[config.mk]
export PLATFORM = sky130hd
export DESIGN_NAME = event_builder_top
export DESIGN_NICKNAME = d
export VERILOG_FILES = /design/src/evb_cfg_pkg.sv /design/src/evb_stream_pkg.sv /design/src/beat_fifo.sv /design/src/event_builder_top.sv /design/src/event_merger.sv /design/src/header_intake.sv /design/src/link_intake.sv
export SDC_FILE = /design/constraint.sdc
export NUM_CORES = 2
export LEC_CHECK = 0
export ABC_AREA = 1
export BUFFER_PORTS_ARGS = -buffer_cell sky130_fd_sc_hd__clkbuf_2
export CORE_ASPECT_RATIO = 0.6
export CORE_MARGIN = 3
export CORE_UTILIZATION = 25
export CTS_CLUSTER_DIAMETER = 80
export DETAILED_ROUTE_END_ITERATION = 8
export PLACE_DENSITY_LB_ADDON = 0.1
export SETUP_SLACK_MARGIN = 0.2
export SYNTH_ARGS = -nofsm -noshare
export SYNTH_HDL_FRONTEND = slang
export SYNTH_SLANG_ARGS = --single-unit
[constraint.sdc]
create_clock -name aclk -period 8.5 [get_ports aclk]
set_clock_uncertainty 0.15 [all_clocks]
set_input_delay 0.425 -clock aclk [delete_from_list [all_inputs] [get_ports aclk]]
set_output_delay 0.425 -clock aclk [all_outputs]
set_load 0.01 [all_outputs]
[src/evb_cfg_pkg.sv]
package evb_cfg_pkg;

    // number of incoming link streams
    localparam int NUM_LINKS = 4;

    // width of one link word
    localparam int LINK_DATA_W = 32;

    // width of header beats and of the output event stream
    localparam int EV_DATA_W = 64;

    // run configuration, held stable while no event is in flight
    typedef struct packed {
        // one bit per link, set means the link takes part in events
        logic [NUM_LINKS-1:0] link_mask;
    } evb_cfg_t;

endpackage

[src/evb_stream_pkg.sv]
package evb_stream_pkg;

    // one word from a link, last marks the end of a fragment
    typedef struct packed {
        logic                                last;
        logic [evb_cfg_pkg::LINK_DATA_W-1:0] data;
    } link_beat_t;

    // one header or output beat, last marks the end of a header or event
    typedef struct packed {
        logic                              last;
        logic [evb_cfg_pkg::EV_DATA_W-1:0] data;
    } ev_beat_t;

    // all link beats side by side, link 0 in the lowest slot
    typedef link_beat_t [evb_cfg_pkg::NUM_LINKS-1:0] link_beat_vec_t;

endpackage

[src/beat_fifo.sv]
`timescale 1ns/1ps

module beat_fifo #(
    parameter type payload_t = logic [7:0],
    parameter int  DEPTH     = 16
) (
    input  logic     aclk,
    input  logic     reset_i,
    input  logic     push_i,
    input  payload_t push_data_i,
    output logic     full_o,
    input  logic     pop_i,
    output payload_t pop_data_o,
    output logic     empty_o
);

    localparam int PTR_W  = (DEPTH > 1) ? $clog2(DEPTH) : 1;
    localparam int FILL_W = $clog2(DEPTH + 1);

    payload_t          mem [DEPTH];
    logic [PTR_W-1:0]  wr_ptr;
    logic [PTR_W-1:0]  rd_ptr;
    logic [FILL_W-1:0] fill;

    // wrap at DEPTH so non power of two depths work too
    function automatic logic [PTR_W-1:0] ptr_inc(input logic [PTR_W-1:0] ptr);
        if (ptr == PTR_W'(DEPTH - 1)) begin
            return '0;
        end
        return ptr + 1'b1;
    endfunction

    assign full_o     = (fill == FILL_W'(DEPTH));
    assign empty_o    = (fill == '0);
    // head of the queue is visible without a read cycle
    assign pop_data_o = mem[rd_ptr];

    always_ff @(posedge aclk) begin
        if (reset_i) begin
            wr_ptr <= '0;
            rd_ptr <= '0;
            fill   <= '0;
        end else begin
            if (push_i) begin
                wr_ptr <= ptr_inc(wr_ptr);
            end
            if (pop_i) begin
                rd_ptr <= ptr_inc(rd_ptr);
            end
            case ({push_i, pop_i})
                2'b10:   fill <= fill + 1'b1;
                2'b01:   fill <= fill - 1'b1;
                default: fill <= fill;
            endcase
        end
    end

    always_ff @(posedge aclk) begin
        if (push_i) begin
            mem[wr_ptr] <= push_data_i;
        end
    end

    // the owner must gate push and pop with the flags
    a_no_push_full: assert property (@(posedge aclk) disable iff (reset_i)
        push_i |-> !full_o);
    a_no_pop_empty: assert property (@(posedge aclk) disable iff (reset_i)
        pop_i |-> !empty_o);

endmodule

[src/event_builder_top.sv]
`timescale 1ns/1ps

module event_builder_top #(
    parameter int LINK_FIFO_DEPTH = 16,
    parameter int HDR_FIFO_DEPTH  = 8,
    parameter int CNT_W           = 4
) (
    input  logic                              aclk,
    input  logic                              reset_i,
    input  logic                              event_open_i,
    input  evb_cfg_pkg::evb_cfg_t             cfg_i,
    input  logic [evb_cfg_pkg::NUM_LINKS-1:0] s_link_tvalid_i,
    input  evb_stream_pkg::link_beat_vec_t    s_link_beat_i,
    output logic [evb_cfg_pkg::NUM_LINKS-1:0] s_link_tready_o,
    input  logic                              s_hdr_tvalid_i,
    input  evb_stream_pkg::ev_beat_t          s_hdr_beat_i,
    output logic                              s_hdr_tready_o,
    output logic                              m_ev_tvalid_o,
    output evb_stream_pkg::ev_beat_t          m_ev_beat_o,
    input  logic                              m_ev_tready_i,
    output logic                              evin_complete_o
);

    import evb_cfg_pkg::*;
    import evb_stream_pkg::*;

    // link read port between intake and merger
    logic [NUM_LINKS-1:0] link_valid;
    link_beat_vec_t       link_beat;
    logic [NUM_LINKS-1:0] link_pop;
    logic [NUM_LINKS-1:0] frag_avail;

    // header read port
    logic                 hdr_valid;
    ev_beat_t             hdr_beat;
    logic                 hdr_pop;
    logic                 hdr_avail;

    link_intake #(
        .LINK_FIFO_DEPTH (LINK_FIFO_DEPTH),
        .CNT_W           (CNT_W)
    ) u_link_intake (
        .aclk            (aclk),
        .reset_i         (reset_i),
        .event_open_i    (event_open_i),
        .cfg_i           (cfg_i),
        .s_link_tvalid_i (s_link_tvalid_i),
        .s_link_beat_i   (s_link_beat_i),
        .s_link_tready_o (s_link_tready_o),
        .link_valid_o    (link_valid),
        .link_beat_o     (link_beat),
        .link_pop_i      (link_pop),
        .frag_avail_o    (frag_avail)
    );

    header_intake #(
        .HDR_FIFO_DEPTH (HDR_FIFO_DEPTH),
        .CNT_W          (CNT_W)
    ) u_header_intake (
        .aclk           (aclk),
        .reset_i        (reset_i),
        .s_hdr_tvalid_i (s_hdr_tvalid_i),
        .s_hdr_beat_i   (s_hdr_beat_i),
        .s_hdr_tready_o (s_hdr_tready_o),
        .hdr_valid_o    (hdr_valid),
        .hdr_beat_o     (hdr_beat),
        .hdr_pop_i      (hdr_pop),
        .hdr_avail_o    (hdr_avail)
    );

    event_merger u_merger (
        .aclk            (aclk),
        .reset_i         (reset_i),
        .cfg_i           (cfg_i),
        .link_valid_i    (link_valid),
        .link_beat_i     (link_beat),
        .link_pop_o      (link_pop),
        .frag_avail_i    (frag_avail),
        .hdr_valid_i     (hdr_valid),
        .hdr_beat_i      (hdr_beat),
        .hdr_pop_o       (hdr_pop),
        .hdr_avail_i     (hdr_avail),
        .m_ev_tvalid_o   (m_ev_tvalid_o),
        .m_ev_beat_o     (m_ev_beat_o),
        .m_ev_tready_i   (m_ev_tready_i),
        .evin_complete_o (evin_complete_o)
    );

endmodule

[src/event_merger.sv]
`timescale 1ns/1ps

module event_merger (
    input  logic                              aclk,
    input  logic                              reset_i,
    input  evb_cfg_pkg::evb_cfg_t             cfg_i,
    input  logic [evb_cfg_pkg::NUM_LINKS-1:0] link_valid_i,
    input  evb_stream_pkg::link_beat_vec_t    link_beat_i,
    output logic [evb_cfg_pkg::NUM_LINKS-1:0] link_pop_o,
    input  logic [evb_cfg_pkg::NUM_LINKS-1:0] frag_avail_i,
    input  logic                              hdr_valid_i,
    input  evb_stream_pkg::ev_beat_t          hdr_beat_i,
    output logic                              hdr_pop_o,
    input  logic                              hdr_avail_i,
    output logic                              m_ev_tvalid_o,
    output evb_stream_pkg::ev_beat_t          m_ev_beat_o,
    input  logic                              m_ev_tready_i,
    output logic                              evin_complete_o
);

    import evb_cfg_pkg::*;
    import evb_stream_pkg::*;

    localparam int IDX_W = (NUM_LINKS > 1) ? $clog2(NUM_LINKS) : 1;
    localparam int TAG_W = EV_DATA_W - LINK_DATA_W;

    typedef enum logic [1:0] {
        ST_IDLE,
        ST_HEADER,
        ST_LINK
    } state_t;

    state_t                state_q;
    logic [NUM_LINKS-1:0]  mask_q;
    logic [IDX_W-1:0]      link_idx;
    logic                  first_q;
    logic                  start;
    logic [IDX_W:0]        first_sel;
    logic [IDX_W:0]        next_sel;
    link_beat_t            cur;

    // lowest enabled link above index after, msb flags a hit
    function automatic logic [IDX_W:0] find_link(input logic [NUM_LINKS-1:0] mask,
                                                  input int after);
        logic [IDX_W:0] res;
        res = '0;
        for (int l = NUM_LINKS - 1; l >= 0; l--) begin
            if (l > after && mask[l]) begin
                res = {1'b1, IDX_W'(l)};
            end
        end
        return res;
    endfunction

    // a header and one fragment on every enabled link
    assign start     = hdr_avail_i && ((frag_avail_i | ~cfg_i.link_mask) == '1);
    assign first_sel = find_link(mask_q, -1);
    assign next_sel  = find_link(mask_q, int'(link_idx));
    assign cur       = link_beat_i[link_idx];

    always_comb begin
        m_ev_tvalid_o = 1'b0;
        m_ev_beat_o   = '0;
        hdr_pop_o     = 1'b0;
        link_pop_o    = '0;
        case (state_q)
            ST_HEADER: begin
                m_ev_tvalid_o    = hdr_valid_i;
                m_ev_beat_o      = hdr_beat_i;
                // header closes the event only when no link is enabled
                m_ev_beat_o.last = hdr_beat_i.last && (mask_q == '0);
                hdr_pop_o        = hdr_valid_i && m_ev_tready_i;
            end
            ST_LINK: begin
                m_ev_tvalid_o        = link_valid_i[link_idx];
                m_ev_beat_o.data     = {TAG_W'(link_idx), cur.data};
                m_ev_beat_o.last     = cur.last && !next_sel[IDX_W];
                link_pop_o[link_idx] = link_valid_i[link_idx] && m_ev_tready_i;
            end
            default: begin
                m_ev_tvalid_o = 1'b0;
            end
        endcase
    end

    always_ff @(posedge aclk) begin
        if (reset_i) begin
            state_q  <= ST_IDLE;
            mask_q   <= '0;
            link_idx <= '0;
            first_q  <= 1'b0;
        end else begin
            case (state_q)
                ST_IDLE: begin
                    if (start) begin
                        mask_q  <= cfg_i.link_mask;
                        first_q <= 1'b1;
                        state_q <= ST_HEADER;
                    end
                end
                ST_HEADER: begin
                    first_q <= 1'b0;
                    if (hdr_pop_o && hdr_beat_i.last) begin
                        if (first_sel[IDX_W]) begin
                            link_idx <= first_sel[IDX_W-1:0];
                            state_q  <= ST_LINK;
                        end else begin
                            state_q <= ST_IDLE;
                        end
                    end
                end
                ST_LINK: begin
                    if (link_pop_o[link_idx] && cur.last) begin
                        if (next_sel[IDX_W]) begin
                            link_idx <= next_sel[IDX_W-1:0];
                        end else begin
                            state_q <= ST_IDLE;
                        end
                    end
                end
                default: state_q <= ST_IDLE;
            endcase
        end
    end

    // first header beat is on the bus in the first header cycle
    assign evin_complete_o = (state_q == ST_HEADER) && first_q;

    a_hold_under_stall: assert property (@(posedge aclk) disable iff (reset_i)
        (m_ev_tvalid_o && !m_ev_tready_i) |=> (m_ev_tvalid_o && $stable(m_ev_beat_o)));

endmodule

[src/header_intake.sv]
`timescale 1ns/1ps

module header_intake #(
    parameter int HDR_FIFO_DEPTH = 8,
    parameter int CNT_W          = 4
) (
    input  logic                     aclk,
    input  logic                     reset_i,
    input  logic                     s_hdr_tvalid_i,
    input  evb_stream_pkg::ev_beat_t s_hdr_beat_i,
    output logic                     s_hdr_tready_o,
    output logic                     hdr_valid_o,
    output evb_stream_pkg::ev_beat_t hdr_beat_o,
    input  logic                     hdr_pop_i,
    output logic                     hdr_avail_o
);

    import evb_stream_pkg::*;

    logic             fifo_full;
    logic             fifo_empty;
    logic             push;
    logic             hdr_full;
    logic             stored_last;
    logic             popped_last;
    logic [CNT_W-1:0] hdr_cnt;

    // headers are taken whenever there is room, event open or not
    assign hdr_full       = &hdr_cnt;
    assign s_hdr_tready_o = !fifo_full && !hdr_full;
    assign push           = s_hdr_tvalid_i && s_hdr_tready_o;

    beat_fifo #(
        .payload_t (ev_beat_t),
        .DEPTH     (HDR_FIFO_DEPTH)
    ) u_fifo (
        .aclk        (aclk),
        .reset_i     (reset_i),
        .push_i      (push),
        .push_data_i (s_hdr_beat_i),
        .full_o      (fifo_full),
        .pop_i       (hdr_pop_i),
        .pop_data_o  (hdr_beat_o),
        .empty_o     (fifo_empty)
    );

    assign hdr_valid_o = !fifo_empty;

    // complete headers waiting in the fifo
    assign stored_last = push && s_hdr_beat_i.last;
    assign popped_last = hdr_pop_i && hdr_beat_o.last;

    always_ff @(posedge aclk) begin
        if (reset_i) begin
            hdr_cnt <= '0;
        end else if (stored_last && !popped_last) begin
            hdr_cnt <= hdr_cnt + 1'b1;
        end else if (popped_last && !stored_last) begin
            hdr_cnt <= hdr_cnt - 1'b1;
        end
    end

    assign hdr_avail_o = (hdr_cnt != '0);

endmodule

[src/link_intake.sv]
`timescale 1ns/1ps

module link_intake #(
    parameter int LINK_FIFO_DEPTH = 16,
    parameter int CNT_W           = 4
) (
    input  logic                                  aclk,
    input  logic                                  reset_i,
    input  logic                                  event_open_i,
    input  evb_cfg_pkg::evb_cfg_t                 cfg_i,
    input  logic [evb_cfg_pkg::NUM_LINKS-1:0]     s_link_tvalid_i,
    input  evb_stream_pkg::link_beat_vec_t        s_link_beat_i,
    output logic [evb_cfg_pkg::NUM_LINKS-1:0]     s_link_tready_o,
    output logic [evb_cfg_pkg::NUM_LINKS-1:0]     link_valid_o,
    output evb_stream_pkg::link_beat_vec_t        link_beat_o,
    input  logic [evb_cfg_pkg::NUM_LINKS-1:0]     link_pop_i,
    output logic [evb_cfg_pkg::NUM_LINKS-1:0]     frag_avail_o
);

    import evb_cfg_pkg::*;
    import evb_stream_pkg::*;

    // fifo heads, packed into the read port below
    link_beat_t head [NUM_LINKS];

    always_comb begin
        for (int l = 0; l < NUM_LINKS; l++) begin
            link_beat_o[l] = head[l];
        end
    end

    for (genvar i = 0; i < NUM_LINKS; i++) begin : g_link
        logic             accept;
        logic             fifo_full;
        logic             fifo_empty;
        logic             push;
        logic             stored_last;
        logic             popped_last;
        logic             frag_full;
        logic [CNT_W-1:0] frag_cnt;

        // closed interface or masked link: swallow everything
        assign accept = event_open_i && cfg_i.link_mask[i];

        // stall when the fragment counter could not take another fragment
        assign frag_full          = &frag_cnt;
        assign push               = accept && s_link_tvalid_i[i] && !fifo_full && !frag_full;
        assign s_link_tready_o[i] = !accept || (!fifo_full && !frag_full);

        beat_fifo #(
            .payload_t (link_beat_t),
            .DEPTH     (LINK_FIFO_DEPTH)
        ) u_fifo (
            .aclk        (aclk),
            .reset_i     (reset_i),
            .push_i      (push),
            .push_data_i (s_link_beat_i[i]),
            .full_o      (fifo_full),
            .pop_i       (link_pop_i[i]),
            .pop_data_o  (head[i]),
            .empty_o     (fifo_empty)
        );

        assign link_valid_o[i] = !fifo_empty;

        // count complete fragments held in the fifo
        assign stored_last = push && s_link_beat_i[i].last;
        assign popped_last = link_pop_i[i] && head[i].last;

        always_ff @(posedge aclk) begin
            if (reset_i) begin
                frag_cnt <= '0;
            end else if (stored_last && !popped_last) begin
                frag_cnt <= frag_cnt + 1'b1;
            end else if (popped_last && !stored_last) begin
                frag_cnt <= frag_cnt - 1'b1;
            end
        end

        assign frag_avail_o[i] = (frag_cnt != '0);

        // the merger only drains a fragment it was told is complete
        a_frag_no_underflow: assert property (@(posedge aclk) disable iff (reset_i)
            (popped_last && !stored_last) |-> (frag_cnt != '0));
    end

endmodule

## Word level (Yosys, flattened, before mapping)

Memory sizes are Yosys's and may differ from the RTL's. A register that Yosys moved wholly into a read port is not among the register bits.
Index checks and enable logic that the tools add are counted.

- Add/subtract/negate cells: 30
- Order comparisons: 5
- Equality and inequality tests: 34
- Muxes and demuxes: 117
- Bitwise gates (word level): 3
- Reduce and logical (&&, ||, !) cells: 120

Operators by type and width:

| operator | number |
|---|---|
| 2-to-1 mux 4 bit | 35 |
| case mux 65 bit (2 select lines) | 1 |
| binary-select mux 33 bit (select 2 bit) | 1 |
| adder 4 x 1 -> 4 bit (second input constant) | 14 |
| logical AND 1 bit | 53 |
| 2-to-1 mux 1 bit | 45 |
| == test 4 bit (second input constant) | 10 |
| case mux 5 bit (2 select lines) | 4 |
| 2-to-1 mux 3 bit | 13 |
| 2-to-1 mux 33 bit | 1 |
| zero test 1 bit | 30 |
| AND reduction 4 bit | 6 |
| nonzero test 2 bit | 12 |
| subtractor 4 x 1 -> 4 bit (second input constant) | 6 |
| adder 5 x 1 -> 5 bit (second input constant) | 4 |
| == test 5 bit (second input constant) | 4 |
| zero test 5 bit | 4 |
| nonzero test 4 bit | 5 |
| subtractor 5 x 1 -> 5 bit (second input constant) | 4 |
| 2-to-1 mux 2 bit | 9 |
| == test 2 x 1 -> 1 bit (second input constant) | 6 |
| == test 2 bit (second input constant) | 6 |
| zero test 4 bit | 2 |
| inequality test 2 x 1 -> 1 bit (second input constant) | 4 |
| 20 further kinds | 30 |

- Register bits: 91
- Memory bits (writable): 2632
- Input bits: 210
- Output and inout port bits: 72
- Memories kept: 5

Memories:

| memory | words | width | read ports | clocked after memory_dff | write ports | line | source |
|---|---|---|---|---|---|---|---|
| u_link_intake.g_link[0].u_fifo.mem | 16 | 33 | 1 | 1 | 1 | beat_fifo.sv:20 | `payload_t mem [DEPTH];` |
| u_link_intake.g_link[1].u_fifo.mem | 16 | 33 | 1 | 1 | 1 | beat_fifo.sv:20 |  |
| u_link_intake.g_link[2].u_fifo.mem | 16 | 33 | 1 | 1 | 1 | beat_fifo.sv:20 |  |
| u_link_intake.g_link[3].u_fifo.mem | 16 | 33 | 1 | 1 | 1 | beat_fifo.sv:20 |  |
| u_header_intake.u_fifo.mem | 8 | 65 | 1 | 1 | 1 | beat_fifo.sv:20 |  |

## Depth between registers and ports, before layout

- Depth after elaboration: 12
- Gate-level depth with buffers: 21
- Depth with buffers taken out: 20

## Cells and area by module

From an unflattened synthesis, not the netlist that was laid out.

- Cells, all modules: 9439
- Area total of the unflattened synthesis: 114174.5 µm²

By module, submodules not included:

| module | times used | cells an instance | area an instance (µm²) | sequential area each (µm²) |
|---|---|---|---|---|
| beat_fifo at u_link_intake.g_link[2].u_fifo | 1 | 1797 | 22417.8 | 16195.5 |
| beat_fifo at u_link_intake.g_link[1].u_fifo | 1 | 1797 | 22335.2 | 16195.5 |
| beat_fifo at u_link_intake.g_link[3].u_fifo | 1 | 1797 | 22331.4 | 16195.5 |
| beat_fifo at u_link_intake.g_link[0].u_fifo | 1 | 1797 | 22298.9 | 16195.5 |
| beat_fifo at u_header_intake.u_fifo | 1 | 1553 | 20933.8 | 15875.2 |
| event_merger | 1 | 455 | 2238.4 | 180.2 |
| link_intake | 1 | 195 | 1303.8 | 320.3 |
| header_intake | 1 | 48 | 315.3 | 80.1 |

## Least setup slack after synthesis

OpenSTA, ideal clock, no wires.

- Path type: register -> register
- Start: register u_header_intake.u_fifo.fill[1]
- End: memory u_header_intake.u_fifo.mem[1][0] in the netlist's numbering, enable pin
- Setup time: 0.488 ns
- Data arrival time: 3.934 ns
- Data required time: 7.862 ns
- Path slack: 3.928 ns
- Cell stages (with the launch flop): 7
- Path buffers: 0
- Clock period less this slack: 4.572 ns
- Path through: dfxtp_1 nor4_1 a41oi_1 nand2_1 nor2_1 inv_1 nor2_1

- Cells in the longest elaborated chain, start to end: 6

Ends and longest elaborated chain:

| element | line | source |
|---|---|---|
| start: declaration | beat_fifo.sv:23 | `logic [FILL_W-1:0] fill;` |
| start signal: assignment | beat_fifo.sv:51 | `2'b10: fill <= fill + 1'b1;` |
| start signal: assignment | beat_fifo.sv:52 | `2'b01: fill <= fill - 1'b1;` |
| start signal: assignment | beat_fifo.sv:53 | `default: fill <= fill;` |
| == test 4 bit | beat_fifo.sv:33 | `assign full_o = (fill == FILL_W'(DEPTH));` |
| zero test 1 bit | header_intake.sv:30 | `assign s_hdr_tready_o = !fifo_full && !hdr_full;` |
| logical AND 1 bit | header_intake.sv:30 |  |
| named net s_hdr_tready_o | event_builder_top.sv:17 | `output logic s_hdr_tready_o,` |
| logical AND 1 bit | header_intake.sv:31 | `assign push = s_hdr_tvalid_i && s_hdr_tready_o;` |
| 2-to-1 mux 1 bit | beat_fifo.sv:59 | `if (push_i) begin` |
| 2-to-1 mux 1 bit (not written as such) | beat_fifo.sv:60 | `mem[wr_ptr] <= push_data_i;` |
| end: declaration | beat_fifo.sv:20 |  |

The timed path passes the listed nets, and every way through them passes these cells.

==> key figures <==
Synth
  – Mux share of post-synthesis cell area: 0
  – Share of the synthesized area in the top cell type: 0.722
  – EDFF count, synth: ~2.6k
  – Post-Syn Instances: ~8.6k
  – Syn_area_per_cell: 12.7 sq um
  – Synth unique cells: 45
  – Main combinational cell family by area after synthesis: compound AO/OA/AOI/OAI gates
  – Cell taking the most area after synthesis: edfxtp_1
  – Simple-Gate Fraction of Synth Area: 0.0971
  – Synthesized flop and latch total: between 2k and 3k
  – Ys Warns: 0
  – Synth Cell Area: about 110000 sq um
  – Ys async rst share: 0
  – Register area share after synthesis: 0.742
  – Syn nets: about 8.9k
  – Synth cell count leaders: 2632 x edfxtp_1, 1752 x nor2_1, 1434 x o21ai_0
  – Leading post-synthesis cells by cell area: edfxtp_1 72%, o21ai_0 6.6%, nor2_1 6.0%, o22ai_1 2.6%, nand2_1 2.1%
  – Compound-Gate Fraction of Synth Area: 0.119
  – Xor/xnor share of the synthesized area: 0.00200
  – Main synth FF type: edfxtp_1
  – Adder-Cell Fraction of Synth Area: 0.00784
  – Most numerous cell in the Yosys netlist: edfxtp_1

Floorplanning
  – Core area: about 430000 sq um
  – I/O pin count: 282
  – # rows: 187
  – Die height: between 500 and 600 um
  – Starting Density: 0.252
  – Chip Width: 860 um
  – Die Area: between 400000 and 500000 sq um

Cells and area
  – Final Cell Area: approximately 130000 sq um
  – Post-Route Utilization: 0.297
  – Share of cells above drive strength 1: 0.104
  – Final nets: between 9k and 10k
  – Sequential cell area: roughly 81000 sq um
  – Fill cells: around 44k
  – Area of the multi-input gates: approximately 25000 sq um
  – Area Overhead vs Synth: 17.7%

Setup path
  – Arrival @ worst endpoint: 5.40 ns
  – Critical path class: reg2out
  – CP startpoint kind: flip-flop
  – Worst Path Max Fanout: 45
  – Crit path largest cell delay: around 0.99 ns
  – Crit. End Element: output port
  – Crit path required time: 7.93 ns
  – Worst path slowest cell: o22ai_1
  – CP Cell Sequence: clkinv_2 -> buf_4 -> o21ai_0 -> o22ai_1 -> o21ai_0 -> o22ai_1 -> nand2_1 -> nand4_1 -> nand2_1 -> a21oi_1 -> clkbuf_2

Global routing
  – Largest net degree at the start of global routing: 183
  – Initial antenna violation count: 66
  – GRT Total Usage: 0.171
  – First-pass GRT wire length: 553 mm
  – Grt total ovfl: 0
  – Vias in the first global route: roughly 69k

Route
  – Vias: 71.8k
  – Routed Antenna Nets: 0
  – DRT iter0 DRCs: around 6.3k
  – DR DRC count: 0
  – Top Metal Used: met5
  – Avg WL per Cell: around 26 um
  – Routed wl met2: approximately 170 mm
  – Router iterations before antenna repair: 6
  – Post-Route WL: 397 mm
  – Via-to-Cell Ratio: about 4.8
  – M1 WL: about 200 mm
  – Met3 wire len: around 19 mm

Clock network
  – CTS clk-pin slew, worst paths: around 0.070 ns
  – CTS Sinks: 2742
  – Clock Latency Late Sink: roughly 0.90 ns
  – CTS tree: built
  – H-tree depth: 5
  – Max clock buf depth: 4
  – Post-cts sizing count: 0
  – Root Buffer: clkbuf_16
  – # Post-CTS Setup Buffers: 0
  – Clock buffers created by TritonCTS: 301

STA
  – Final setup violation count: 0
  – Maximum clock rate: roughly 170 MHz
  – Final cycle utilization of the critical path: 0.703
  – Unrepaired setup endpoints after global routing: no
  – Final hold violation count: 0
  – Slew Limit Fails: 0
  – Final TNS setup: 0 ns
  – Hold_ws: about 0.21 ns
  – Slew @ Worst Pin: between 1 and 1.5 ns
  – Relative slew slack: 0.134
  – Fin crit period: about 6.0 ns

Power and ir drop
  – Clock power share: 0.419
  – Worst vdd ir: about 0.16 mV
  – Logic pwr share: 0.092
  – Leakage Power: ~42 nW
  – Sw Ratio: 0.256
  – Switching pwr: roughly 0.0079 W
  – Reg power frac: 0.490
  – Int Power: approximately 0.023 W
  – Total chip power: 0.0307 W
  – Pwr/cell area: between 200 and 250 nW/um^2

Place
  – PortBufs: approximately 280
  – Placed cell areas: roughly 120000 sq um
  – HPWL after detailed placement: between 200 and 250 mm
  – Gpl congestion: roughly 0.74

Flow run
  – MaxCap Viol Count: 0

Worst hold path
  – Min-Delay Path Class: in2reg

Outcome
  – Status: finished clean
==> critical path: cells and delay by family, from the launching register on <==
family,cells,cell delay (ns)
compound gates,5,1.71
buf+inv,3,1.46
simple gates,3,0.71
flops,1,0.52
==> timing repair <==
| action | 4_1_cts | 5_1_grt |
|---|---|---|
| endpoints found under the setup margin | 0 | 0 |
| hold endpoints to repair | 2657 | 0 |
| hold buffers | 210 | 0 |
==> logic make-up after synthesis <==
group | count (synthesis)
DFF | 2742
and+or+nand+nor | 2703
xor gates and xnor gates | 25
adders and majority gates | 65
AOI/OAI and AO/OA | 2354
buffers and inverters | 759
==> power groups by stage <==
stage	sequential, W	combinational (W)	clock (W)
6_report	0.0150	0.00283	0.0129
2_1_floorplan	0.0153	0.00130	0
3_5_place_dp	0.0153	0.00280	0
3_3_place_gp	0.0153	0.00279	0
5_1_grt	0.0151	0.00308	0.0138
4_1_cts	0.0150	0.00291	0.0133
==> final timing paths <==
kind	end	from	cells after the start	slack, ns
max	m_ev_beat_o[13]	flip-flop	11	2.52
min	u_header_intake.u_fifo.mem[1][41]	s_hdr_beat_i[41]	2	0.21
max reg2reg	u_link_intake.g_link[0].frag_cnt[3]	flip-flop	19	3.77
min reg2reg	u_link_intake.g_link[3].u_fifo.fill[4]	u_link_intake.g_link[3].u_fifo.fill[4]	1	0.33
==> state kept, by name, summed over array words and instances, names as in the netlist, named ones only <==
| signal | flops |
|---|---|
| u_merger.state_q | 2 |
| u_link_intake.g_link.u_fifo.fill | 20 |
| u_header_intake.hdr_cnt | 4 |
| u_link_intake.g_link.u_fifo.rd_ptr | 16 |
| u_merger.link_idx | 2 |
| u_merger.first_q | 1 |
| u_header_intake.u_fifo.fill | 4 |
| u_merger.mask_q | 4 |
| u_header_intake.u_fifo.wr_ptr | 3 |
| u_link_intake.g_link.u_fifo.mem | 2112 |
| u_link_intake.g_link.frag_cnt | 16 |
| u_header_intake.u_fifo.rd_ptr | 3 |
| u_header_intake.u_fifo.mem | 520 |
| u_link_intake.g_link.u_fifo.wr_ptr | 16 |
==> layout by cell type (no fill, tap or decap), types with 71 or more instances in the layout <==
master	n
a21oi_1	126
buf_4	153
clkbuf_1	76
clkbuf_16	309
clkbuf_2	281
dfxtp_1	91
dlygate4sd3_1	210
edfxtp_1	2632
inv_1	165
nand2_1	626
nand3_1	268
nor2_1	1681
nor2_4	71
o21ai_0	1433
o21ai_1	122
o221ai_1	110
o22ai_1	457
==> cell type report <==
cell class                 instances  area share
sequential                      2742       0.631
multi-input combinational       5147       0.196
clock buffer                     395      0.0633
tap                             5764      0.0560
timing repair buffer             655      0.0379
clock inverter                   139     0.00926
inverter                         192     0.00592
antenna                           15    0.000291
==> metrics by stage <==
| stage | std cells | setup slack, ns |
|---|---|---|
| 5_1_grt | 15000 | 2.29 |
| 4_1_cts | 15000 | 2.28 |
| 3_5_place_dp | 14300 | 3.28 |
| 2_1_floorplan | 8648 | 3.93 |
| 6_report | 15000 | 2.52 |
| 3_3_place_gp | 14300 | 3.29 |
==> metal layers <==
| layer | up-vias | GRT usage |
|---|---|---|
| met5 | - | 0 |
| met4 | 8 | 0.0328 |
| met3 | 473 | 0.0248 |
| met2 | 1803 | 0.260 |
| met1 | 36900 | 0.260 |
| li1 | 32600 | - |
Power figures use the tool's default switching activity.
